==> src/design/tft_defines.svh <==
`ifndef TFT_DEFINES_SVH
`define TFT_DEFINES_SVH

// width of a bus word and of a command word
`define TFT_DATA_W 32

// bits shifted out per chip select window
`define TFT_FRAME_BITS 16

// processor bus address width
`define TFT_REG_ADDR_W 4

// command bit that turns the word into a delay
`define TFT_DELAY_BIT 31

`endif

==> src/design/tft_bus_pkg.sv <==
`include "tft_defines.svh"

package tft_bus_pkg;

    // register offsets on the processor bus
    typedef enum logic [`TFT_REG_ADDR_W-1:0] {
        REG_CMD    = 4'd0,
        REG_RXDATA = 4'd4,
        REG_STATUS = 4'd8
    } reg_addr_e;

    // bit positions inside the status word
    typedef enum int unsigned {
        ST_BUSY     = 0,
        ST_RX_VALID = 1,
        ST_OVERFLOW = 2
    } status_bit_e;

endpackage

==> src/design/tft_spi_pkg.sv <==
package tft_spi_pkg;

    // engine states
    typedef enum logic [2:0] {
        IDLE  = 3'd0,
        LOAD  = 3'd1,
        SHIFT = 3'd2,
        READ  = 3'd3,
        DELAY = 3'd4
    } spi_state_e;

    // RA8875 upper byte of a frame
    // selects command/data and write/read
    typedef enum logic [7:0] {
        DATA_WRITE  = 8'h00,
        DATA_READ   = 8'h40,
        CMD_WRITE   = 8'h80,
        STATUS_READ = 8'hC0
    } ra8875_cmd_e;

endpackage

==> src/design/tft_mmio_if.sv <==
`timescale 1ns/10ps
`include "tft_defines.svh"

interface tft_mmio_if (
    input logic clk
);

    // register block to engine
    logic [`TFT_DATA_W-1:0] mosi_data;
    logic                   write;
    logic                   read;

    // engine to register block, byte sits in bits 7:0
    logic [`TFT_DATA_W-1:0] miso_data;
    logic                   ack;

    modport regs (
        input  clk,
        input  miso_data,
        input  ack,
        output mosi_data,
        output write,
        output read
    );

    modport engine (
        input  clk,
        input  mosi_data,
        input  write,
        input  read,
        output miso_data,
        output ack
    );

endinterface

==> src/design/tft_mmio_regs.sv <==
`timescale 1ns/10ps
`include "tft_defines.svh"

module tft_mmio_regs import tft_bus_pkg::*, tft_spi_pkg::*; (
    input  logic                       clk,
    input  logic                       nrst,
    input  logic [`TFT_REG_ADDR_W-1:0] bus_addr,
    input  logic [`TFT_DATA_W-1:0]     bus_wdata,
    input  logic                       bus_wen,
    input  logic                       bus_ren,
    output logic [`TFT_DATA_W-1:0]     bus_rdata,
    tft_mmio_if.regs                   mmio
);

    // handoff sequence toward the engine
    typedef enum logic [1:0] {
        PH_IDLE  = 2'd0,
        PH_CMD   = 2'd1,
        PH_FETCH = 2'd2
    } phase_e;

    phase_e                 phase;
    logic                   slot_full;
    logic [`TFT_DATA_W-1:0] slot_data;
    logic [7:0]             launched_code;
    logic                   launched_delay;
    logic                   ack_q;
    logic                   ack_fall;
    logic                   fetch_due;
    logic                   cmd_wr;
    logic                   rx_rd;
    logic                   st_rd;
    logic                   busy;
    logic [7:0]             rx_byte;
    logic                   rx_valid;
    logic                   overflow;
    logic [`TFT_DATA_W-1:0] status_word;

    assign cmd_wr = bus_wen && (bus_addr == REG_CMD);
    assign rx_rd  = bus_ren && (bus_addr == REG_RXDATA);
    assign st_rd  = bus_ren && (bus_addr == REG_STATUS);

    assign ack_fall  = ack_q && !mmio.ack;
    // only a real frame with the data-read code needs its byte fetched
    assign fetch_due = (launched_code == DATA_READ) && !launched_delay;

    assign mmio.mosi_data = slot_data;
    assign mmio.write     = (phase == PH_IDLE) && slot_full && !mmio.ack;
    assign mmio.read      = (phase == PH_CMD) && ack_fall && fetch_due;

    assign busy = slot_full || mmio.ack;

    always_comb begin
        status_word              = '0;
        status_word[ST_BUSY]     = busy;
        status_word[ST_RX_VALID] = rx_valid;
        status_word[ST_OVERFLOW] = overflow;
    end

    always_ff @(posedge clk) begin
        if (!nrst) begin
            phase          <= PH_IDLE;
            slot_full      <= 1'b0;
            launched_code  <= '0;
            launched_delay <= 1'b0;
            ack_q          <= 1'b0;
            rx_valid       <= 1'b0;
            overflow       <= 1'b0;
        end else begin
            ack_q <= mmio.ack;

            // fill and drain never coincide since a full slot drops writes
            if (cmd_wr && !slot_full) begin
                slot_full <= 1'b1;
            end else if (mmio.write) begin
                slot_full <= 1'b0;
            end

            case (phase)
                PH_IDLE: begin
                    if (mmio.write) begin
                        launched_code  <= slot_data[15:8];
                        launched_delay <= slot_data[`TFT_DELAY_BIT];
                        phase          <= PH_CMD;
                    end
                end
                PH_CMD: begin
                    if (ack_fall) begin
                        phase <= fetch_due ? PH_FETCH : PH_IDLE;
                    end
                end
                PH_FETCH: begin
                    if (ack_fall) begin
                        phase <= PH_IDLE;
                    end
                end
                default: phase <= PH_IDLE;
            endcase

            // setting a sticky flag wins over clearing it
            if (phase == PH_FETCH && ack_fall) begin
                rx_valid <= 1'b1;
            end else if (rx_rd) begin
                rx_valid <= 1'b0;
            end

            if (cmd_wr && slot_full) begin
                overflow <= 1'b1;
            end else if (st_rd) begin
                overflow <= 1'b0;
            end
        end
    end

    always_ff @(posedge clk) begin
        if (cmd_wr && !slot_full) begin
            slot_data <= bus_wdata;
        end
        if (phase == PH_FETCH && ack_fall) begin
            rx_byte <= mmio.miso_data[7:0];
        end
        if (bus_ren) begin
            case (bus_addr)
                REG_RXDATA: bus_rdata <= {{(`TFT_DATA_W-8){1'b0}}, rx_byte};
                REG_STATUS: bus_rdata <= status_word;
                default:    bus_rdata <= '0;
            endcase
        end
    end

endmodule

==> src/design/tft_spi_master.sv <==
`timescale 1ns/10ps
`include "tft_defines.svh"

module tft_spi_master import tft_spi_pkg::*; (
    input  logic       clk,
    input  logic       nrst,
    tft_mmio_if.engine mmio,
    input  logic       MISO_in,
    output logic       chipSelect,
    output logic       bitData,
    output logic       sclk
);

    localparam logic [4:0] LAST_BIT      = 5'(`TFT_FRAME_BITS - 1);
    // returned byte arrives in the second half of the frame
    localparam logic [4:0] CAPTURE_START = 5'(`TFT_FRAME_BITS - 8);

    spi_state_e state;
    spi_state_e next_state;

    logic [`TFT_FRAME_BITS-1:0] shift_reg;
    logic [`TFT_FRAME_BITS-1:0] next_shift;
    logic [4:0]                 bit_cnt;
    logic [4:0]                 next_bit_cnt;
    logic [15:0]                delay_cnt;
    logic [15:0]                next_delay_cnt;
    logic                       read_flag;
    logic                       next_read_flag;
    logic [7:0]                 miso_reg;
    logic [7:0]                 next_miso;
    logic [15:0]                load_count;
    logic                       load_is_delay;

    assign mmio.miso_data = {{(`TFT_DATA_W-8){1'b0}}, miso_reg};

    assign load_is_delay = mmio.mosi_data[`TFT_DELAY_BIT];
    assign load_count    = mmio.mosi_data[15:0];

    always_ff @(posedge clk) begin
        if (!nrst) begin
            state     <= IDLE;
            bit_cnt   <= '0;
            delay_cnt <= '0;
            read_flag <= 1'b0;
            miso_reg  <= '0;
        end else begin
            state     <= next_state;
            bit_cnt   <= next_bit_cnt;
            delay_cnt <= next_delay_cnt;
            read_flag <= next_read_flag;
            miso_reg  <= next_miso;
        end
    end

    always_ff @(posedge clk) begin
        shift_reg <= next_shift;
    end

    // next state and datapath
    always_comb begin
        next_state     = state;
        next_shift     = shift_reg;
        next_bit_cnt   = bit_cnt;
        next_delay_cnt = delay_cnt;
        next_read_flag = read_flag;
        next_miso      = miso_reg;

        case (state)
            IDLE: begin
                next_bit_cnt = '0;
                if (mmio.write) begin
                    next_state = LOAD;
                end else if (mmio.read) begin
                    next_state = READ;
                end
            end
            LOAD: begin
                next_shift     = mmio.mosi_data[`TFT_FRAME_BITS-1:0];
                next_bit_cnt   = '0;
                next_read_flag = (mmio.mosi_data[15:8] == DATA_READ) && !load_is_delay;
                if (load_is_delay) begin
                    // zero count still waits one cycle
                    next_delay_cnt = (load_count == '0) ? 16'd1 : load_count;
                    next_state     = DELAY;
                end else begin
                    next_state = SHIFT;
                end
            end
            SHIFT: begin
                next_shift   = {shift_reg[`TFT_FRAME_BITS-2:0], 1'b0};
                next_bit_cnt = bit_cnt + 5'd1;
                if (read_flag && bit_cnt >= CAPTURE_START) begin
                    next_miso = {miso_reg[6:0], MISO_in};
                end
                if (bit_cnt == LAST_BIT) begin
                    next_state = IDLE;
                end
            end
            READ: begin
                // byte already sits in miso_reg
                next_state = IDLE;
            end
            DELAY: begin
                next_delay_cnt = delay_cnt - 16'd1;
                if (delay_cnt == 16'd1) begin
                    next_state = IDLE;
                end
            end
            default: begin
                next_state = IDLE;
            end
        endcase
    end

    // pin and ack decode from state
    always_comb begin
        sclk       = 1'b1;
        bitData    = 1'b1;
        chipSelect = 1'b1;
        mmio.ack   = 1'b1;

        case (state)
            IDLE: begin
                mmio.ack = 1'b0;
            end
            SHIFT: begin
                // rising sclk lands mid-cycle, while bitData is stable
                sclk       = ~clk;
                bitData    = shift_reg[`TFT_FRAME_BITS-1];
                chipSelect = 1'b0;
            end
            LOAD, READ, DELAY: begin
                mmio.ack = 1'b1;
            end
            default: begin
                mmio.ack = 1'b0;
            end
        endcase
    end

endmodule

==> src/design/tft_display_top.sv <==
`timescale 1ns/10ps
`include "tft_defines.svh"

module tft_display_top (
    input  logic                       clk,
    input  logic                       nrst,
    input  logic [`TFT_REG_ADDR_W-1:0] bus_addr,
    input  logic [`TFT_DATA_W-1:0]     bus_wdata,
    input  logic                       bus_wen,
    input  logic                       bus_ren,
    output logic [`TFT_DATA_W-1:0]     bus_rdata,
    input  logic                       MISO_in,
    output logic                       chipSelect,
    output logic                       bitData,
    output logic                       sclk
);

    // command and read-back path between the two blocks
    tft_mmio_if mmio (
        .clk (clk)
    );

    tft_mmio_regs u_regs (
        .clk       (clk),
        .nrst      (nrst),
        .bus_addr  (bus_addr),
        .bus_wdata (bus_wdata),
        .bus_wen   (bus_wen),
        .bus_ren   (bus_ren),
        .bus_rdata (bus_rdata),
        .mmio      (mmio.regs)
    );

    // display side pins
    tft_spi_master u_spi (
        .clk        (clk),
        .nrst       (nrst),
        .mmio       (mmio.engine),
        .MISO_in    (MISO_in),
        .chipSelect (chipSelect),
        .bitData    (bitData),
        .sclk       (sclk)
    );

endmodule

==> config.mk <==
export PLATFORM = sky130hd
export DESIGN_NAME = tft_display_top
export DESIGN_NICKNAME = d
export VERILOG_FILES = /design/src/design/tft_bus_pkg.sv /design/src/design/tft_spi_pkg.sv /design/src/design/tft_mmio_if.sv /design/src/design/tft_mmio_regs.sv /design/src/design/tft_spi_master.sv /design/src/design/tft_display_top.sv
export VERILOG_INCLUDE_DIRS = /design/src /design/src/design
export SDC_FILE = /design/constraint.sdc
export NUM_CORES = 1
export LEC_CHECK = 0
export BUFFER_PORTS_ARGS = -buffer_cell sky130_fd_sc_hd__buf_2
export CORE_MARGIN = 8
export CORE_UTILIZATION = 38
export CTS_CLUSTER_SIZE = 10
export DETAILED_ROUTE_END_ITERATION = 10
export SLEW_MARGIN = 10
export SYNTH_ARGS = -nofsm -noshare
export SYNTH_HDL_FRONTEND = slang
export SYNTH_HIERARCHICAL = 1
export SYNTH_SLANG_ARGS = --single-unit
==> constraint.sdc <==
create_clock -name clk -period 2.7 [get_ports clk]
set_input_delay 0.27 -clock clk [delete_from_list [all_inputs] [get_ports clk]]
set_output_delay 0.27 -clock clk [all_outputs]
set_load 0.02 [all_outputs]
== Word-level counts from Yosys, hierarchy flattened ==
Cells that the tools add are included.

* Register bits: 136
* Output and inout port bits: 35

* Eq/ne operators: 19
* Magnitude comparators: 1
* Reduce and logical (&&, ||, !) cells: 36
* Multiplexer cells: 27
* Add/sub/neg operators: 2
* Bitwise logic cells: 1

{| class="wikitable"
|+ Operators by type and width
! operator !! count
|-
| $pmux W16 S2 || 2
|-
| $mux W16 || 2
|-
| $eq A16 B1 Y1 const B || 1
|-
| $eq A8 B7 Y1 const B || 2
|-
| $logic_not A16 Y1 || 1
|-
| $pmux W8 S2 || 1
|-
| $sub A16 B1 Y16 const B || 1
|-
| $mux W3 || 5
|-
| $logic_and A1 B1 Y1 || 14
|-
| $pmux W3 S4 || 1
|-
| $reduce_bool A2 Y1 || 6
|-
| $mux W1 || 10
|-
| $pmux W5 S2 || 1
|-
| $mux W2 || 4
|-
| $ne A2 B1 Y1 const B || 4
|-
| $eq A3 B2 Y1 const B || 2
|-
| $pmux W2 S3 || 1
|-
| $reduce_and A2 Y1 || 3
|-
| $reduce_and A3 Y1 || 2
|-
| $add A5 B1 Y5 const B || 1
|-
| $eq A5 B4 Y1 const B || 1
|-
| $ge A5 B4 Y1 const B || 1
|-
| $eq A4 B3 Y1 const B || 1
|-
| $eq A4 B4 Y1 const B || 1
|-
| 14 further kinds || 18
|}

== Depth between registers and ports, before layout ==
Gate-level depths: netlist of the first run.

* Depth after elaboration: 10
* Mapped depth: 11
* Gate-level depth less buffers: 8

== Cells and area by module ==
Netlist of the first run, hierarchy kept.

{| class="wikitable"
|+ By module, submodules not included
! module !! times used !! area each (um^2) !! cells each !! seq. area each (um^2)
|-
| tft_spi_master || 1 || 2723.9 || 320 || 1141.1
|-
| tft_mmio_regs || 1 || 2368.5 || 157 || 1741.7
|}

==> impl_metrics.ini, run 1 <==
[power]
p_int_w = 0.00323
combPwrFrac_pct = 30.2
ir_drop_mv = 0.638
power_w = 0.00489
clkPwrFrac_pct = 28.3
switching_share_pct = 34.0
power_switching_w = 0.00167
p_leak_nw = 1.95
seq_power_share_pct = 41.4
power.density_nw_per_um2 = 940

[detailed_routing]
routedWlPerCell_um = 14.8
drc = 0
routed_via_density = 5.04
drt-total-wl_um = 9540
firstDrtPassIters = 4
vias = 3242
postRouteAntennaNets = 0
first_iter_violations = 188

[timing]
period_share_pct = 81.9
max_freq_mhz = 452
worst_slew_pin_slew_ps = 918
setup_viol = 0
drv_slew = 0
whs_ps = 53.9
setup_tns_ps = 0
hold_violations = 0
rsz0062_at_grt = no
fin_skew_ps = 4.33
period_needed_ps = 2210
slew_headroom_pct = 38.6

[cts]
clk_latency_ps = 460
post_cts_resized = 0
path_clk_slew_ps = 60
postCtsHoldBufs = 17
cts_tree = built
post_cts_buffers = 0

[finish]
syn_to_final_growth_pct = 16.8
regArea_sq_um = 2430
num_antenna_cells = 0
drive_above_1_share_pct = 16.6
nets = 541
nFillCells = 1104
finalInstanceArea_sq_um = 5200
multi_input_area_sq_um = 1760
largest_reg_flops = 17

[die]
die-area_sq_um = 15500
boundaryPins = 76
rows = 39
core_sq_um = 11400
die_h_um = 124
dieWidth_um = 124
initial_utilization_pct = 39.0

[placed_design]
placed_area_sq_um = 4690
place_congestion = 0.797
io_buffers = 36
dp_hpwl_um = 6450

[setup_path]
cp_max_fo = 19
worstSetupPathType = flop to output port
end_kind = output port
crit_path_start_kind = flop
cp.required_ps = 2430
critPathArrivalTime_ps = 1940

[status]
status = finished, final reports clean

[synth]
yosys_warnings = 6
avgSynthCellArea_sq_um = 10.2
syn_area_sq_um = 4460
syn_inst = 437

[grt]
grt_pass1_wl_um = 15700
grt_overflow = 0
grtUsageTotal_pct = 12.4
antenna_found_initial = 0
grt_pass1_vias = 3181
grt_max_degree = 30

[min_path]
hold_class = input port to flop

[run]
max_cap_viol_count = 0
==> per-layer routing <==
layer	global-route usage (%)	part of all wire (%)	wire length, um
met1	15.5	47	4450
met2	18.6	45	4250
met3	4.43	7.3	695
met4	5.88	1.4	138
met5	0	0	0
==> power groups by stage <==
stage,registers (W),logic [W],clock network [W]
5_1_grt,0.00206,0.00167,0.00149
6_report,0.00203,0.00148,0.00139
2_1_floorplan,0.00200,0.00118,0.00000808
4_1_cts,0.00202,0.00149,0.00143
3_5_place_dp,0.00206,0.00147,0.0000117
3_3_place_gp,0.00205,0.00144,0.0000117
==> placed cells by master (no fill, tap or decap), drive strengths merged, types with 3 or more instances in the layout <==
master        n
a21boi        3
a21o          4
a21oi        26
a22oi         6
a31oi         7
a32oi         4
and2          6
buf          47
clkbuf       14
clkinv        4
conb         24
dfxtp        48
dlygate4sd3  17
edfxtp       49
ha            5
inv          15
mux2i         9
nand2        80
nand2b        3
nand3         9
nand4        11
nor2         39
nor3          9
nor3b         4
nor4         10
nor4b         4
o21ai         8
==> final timing paths <==
check                                 start                              to  slack (ps)  cells past startpoint
max             u_spi/state[2]$_SDFFE_PN0P_                         bitData         490                      5
min                                 MISO_in  u_spi/miso_reg[0]$_SDFFE_PN0P_          50                      3
max reg2reg     u_spi/state[2]$_SDFFE_PN0P_     u_spi/state[1]$_SDFFE_PN0P_         510                      7
min reg2reg  u_spi/miso_reg[7]$_SDFFE_PN0P_     u_regs/rx_byte[7]$_DFFE_PP_         440                      0
==> cell type report <==
class | instances | share of cell area, %
Sequential cell | 97 | 46.7
Timing Repair Buffer | 63 | 8.22
Tap cell | 143 | 3.44
Clock buffer | 15 | 6.01
Multi-Input combinational cell | 306 | 33.9
Inverter | 14 | 1.11
Clock inverter | 5 | 0.625
==> worst max-delay path: stages, from the launching register on <==
cell	delay, ps
dfxtp_1	550
nand2b_1	210
nor2_1	70
inv_2	310
or2_1	170
buf_2	160
==> per-stage QoR <==
step	worst slack (ps)	std cells	utilization [%]
after detailed placement	504	607	41.1
after floorplan	316	460	-
after global routing	280	643	45.6
final	489	643	45.6
after CTS	458	643	45.6
after global placement	558	607	41.1
Power figures use the tool's default switching activity.
==> run 2: changes to the inputs <==
Clock period 2.7 ns to 2.21 ns, I/O delays scaled along.
==> run 2 against run 1 <==
Utilization increased by 0.72 points. Sequential power increased by 21%. First-iteration DRC count increased by 55%. Clock power increased by 24%. Non-clock buffer count increased by 9. Design area increased by 1.6%. Critical path depth increased by 1. Sequential cell count unchanged. Combinational power increased by 34%. Clock-buffer cell count decreased by 1.
==> impl_metrics.ini, run 2 (synthesized netlist as in run 1, its figures left out) <==
[status]
status = finished, final reports clean

[setup_path]
startpoint = u_spi/state[2]$_SDFFE_PN0P_
r2r_slack_ps = 200
crit_path_start_kind = flop
crit_path_end = bitData
cp_max_fo = 12
cp.required_ps = 1990
ff2ff_path_depth = 8
end_kind = output port
critPathArrivalTime_ps = 1840
worstSetupPathType = flop to output port
r2r-end = u_spi/state[1]$_SDFFE_PN0P_
r2r_start = u_spi/state[1]$_SDFFE_PN0P_

[die]
die-area_sq_um = 15500
die_h_um = 124
initial_utilization_pct = 39.0
rows = 39
core_sq_um = 11400
dieWidth_um = 124
boundaryPins = 76

[grt]
grt_pass1_vias = 3327
grt_pass1_wl_um = 16500
grtUsageTotal_pct = 13.0
grt_max_degree = 31
grt_overflow = 0
antenna_found_initial = 0

[min_path]
hold_class = input port to flop

[finish]
drive_above_1_share_pct = 18.3
regArea_sq_um = 2430
num_antenna_cells = 0
final_cell_mix = 78 x nand2_1, 49 x edfxtp_1, 48 x dfxtp_1, 38 x nor2_1, 36 x buf_2
largest_reg_flops = 17
syn_to_final_growth_pct = 18.6
nFillCells = 1081
nets = 550
multi_input_area_sq_um = 1770
post-route-util_pct = 46.3
final_common_cell = nand2_1

[timing]
rsz0062_at_grt = yes
period_needed_ps = 2060
slew_headroom_pct = 55.5
worst_slew_pin_slew_ps = 666
setup_tns_ps = 0
setup_viol = 0
max_freq_mhz = 486
hold_violations = 0
fin_skew_ps = 6.52
period_share_pct = 93.2
drv_slew = 0

[placed_design]
dp_hpwl_um = 6660
place_congestion = 0.816
io_buffers = 36

[detailed_routing]
drt-total-wl_um = 9800
firstDrtPassIters = 5
routed_via_density = 5.06
postRouteAntennaNets = 0
drc = 0
vias = 3296
first_iter_violations = 291
routedWlPerCell_um = 15.0

[cts]
post_cts_resized = 0
clk_latency_ps = 460
post_cts_buffers = 0
path_clk_slew_ps = 70
cts_tree = built

[run]
max_cap_viol_count = 0

[power]
p_leak_nw = 1.99
power.density_nw_per_um2 = 1160
ir_drop_mv = 0.896
-- run 2: cell types whose count changed in the layout (fill, tap and decap cells not counted), sizes merged --
cell,change
dlygate4sd3,+1
buf,+8
clkbuf,-1
clkinvlp,+2
clkinv,-1
-- run 2: stage by stage --
| stage | cells | hold slack [ps] | setup WS [ps] | area [sq um] | power, W |
|---|---|---|---|---|---|
| 2_1_floorplan | 460 | 320 | 7.46 | 4560 | 0.00393 |
| 3_3_place_gp | 615 | 389 | 298 | 4760 | 0.00440 |
| 3_5_place_dp | 615 | 389 | 186 | 4760 | 0.00446 |
| 4_1_cts | 652 | 92.1 | 110 | 5290 | 0.00621 |
| 5_1_grt | 652 | 117 | -18.3 | 5290 | 0.00654 |
| 6_report | 652 | 107 | 151 | 5290 | 0.00616 |
-- run 2: power by group --
part | internal, W | switching [W]
registers | 0.00223 | 0.000222
logic | 0.000809 | 0.00117
clock network | 0.00100 | 0.000722
total | 0.00404 | 0.00211
-- run 2: repair_timing --
item                                    CTS  global route
hold endpoints to repair                 18             0
endpoints found under the setup margin    0             1
hold buffers                             18             0
-- run 2: routing by layer --
layer	GRT usage [%]	up-vias	routed length (um)
met3	4.51	6	734
met5	0	-	0
met1	15.6	1556	4420
met4	6.24	0	66
met2	20.2	87	4580
li1	-	1647	-
-- run 2: worst max-delay path, stage by stage, from the launching register on --
cell,delay [ps]
dfxtp_1,320
buf_4,170
nand2b_1,180
nor2_1,160
inv_2,160
or2_1,240
buf_2,160
-- run 2: worst min-delay path by stage --
stage,from,to,depth (start not counted)
2_1_floorplan,bus_wdata[0],u_regs/mmio.mosi_data[0]$_DFFE_PP_,0
3_3_place_gp,clk,sclk,2
3_5_place_dp,clk,sclk,2
4_1_cts,bus_wen,u_regs/slot_full$_SDFFE_PN0P_,3
5_1_grt,bus_ren,u_regs/bus_rdata[0]$_DFFE_PP_,1
6_report,bus_wen,u_regs/slot_full$_SDFFE_PN0P_,3
-- run 2: layout make-up --
type	instances	area share, %
well taps	143	3.38
inverters	14	1.09
flip-flops and latches	97	46.0
multi-input cells	306	33.5
repair buffers	72	9.42
clock buffers	14	5.84
clock inverters	6	0.805
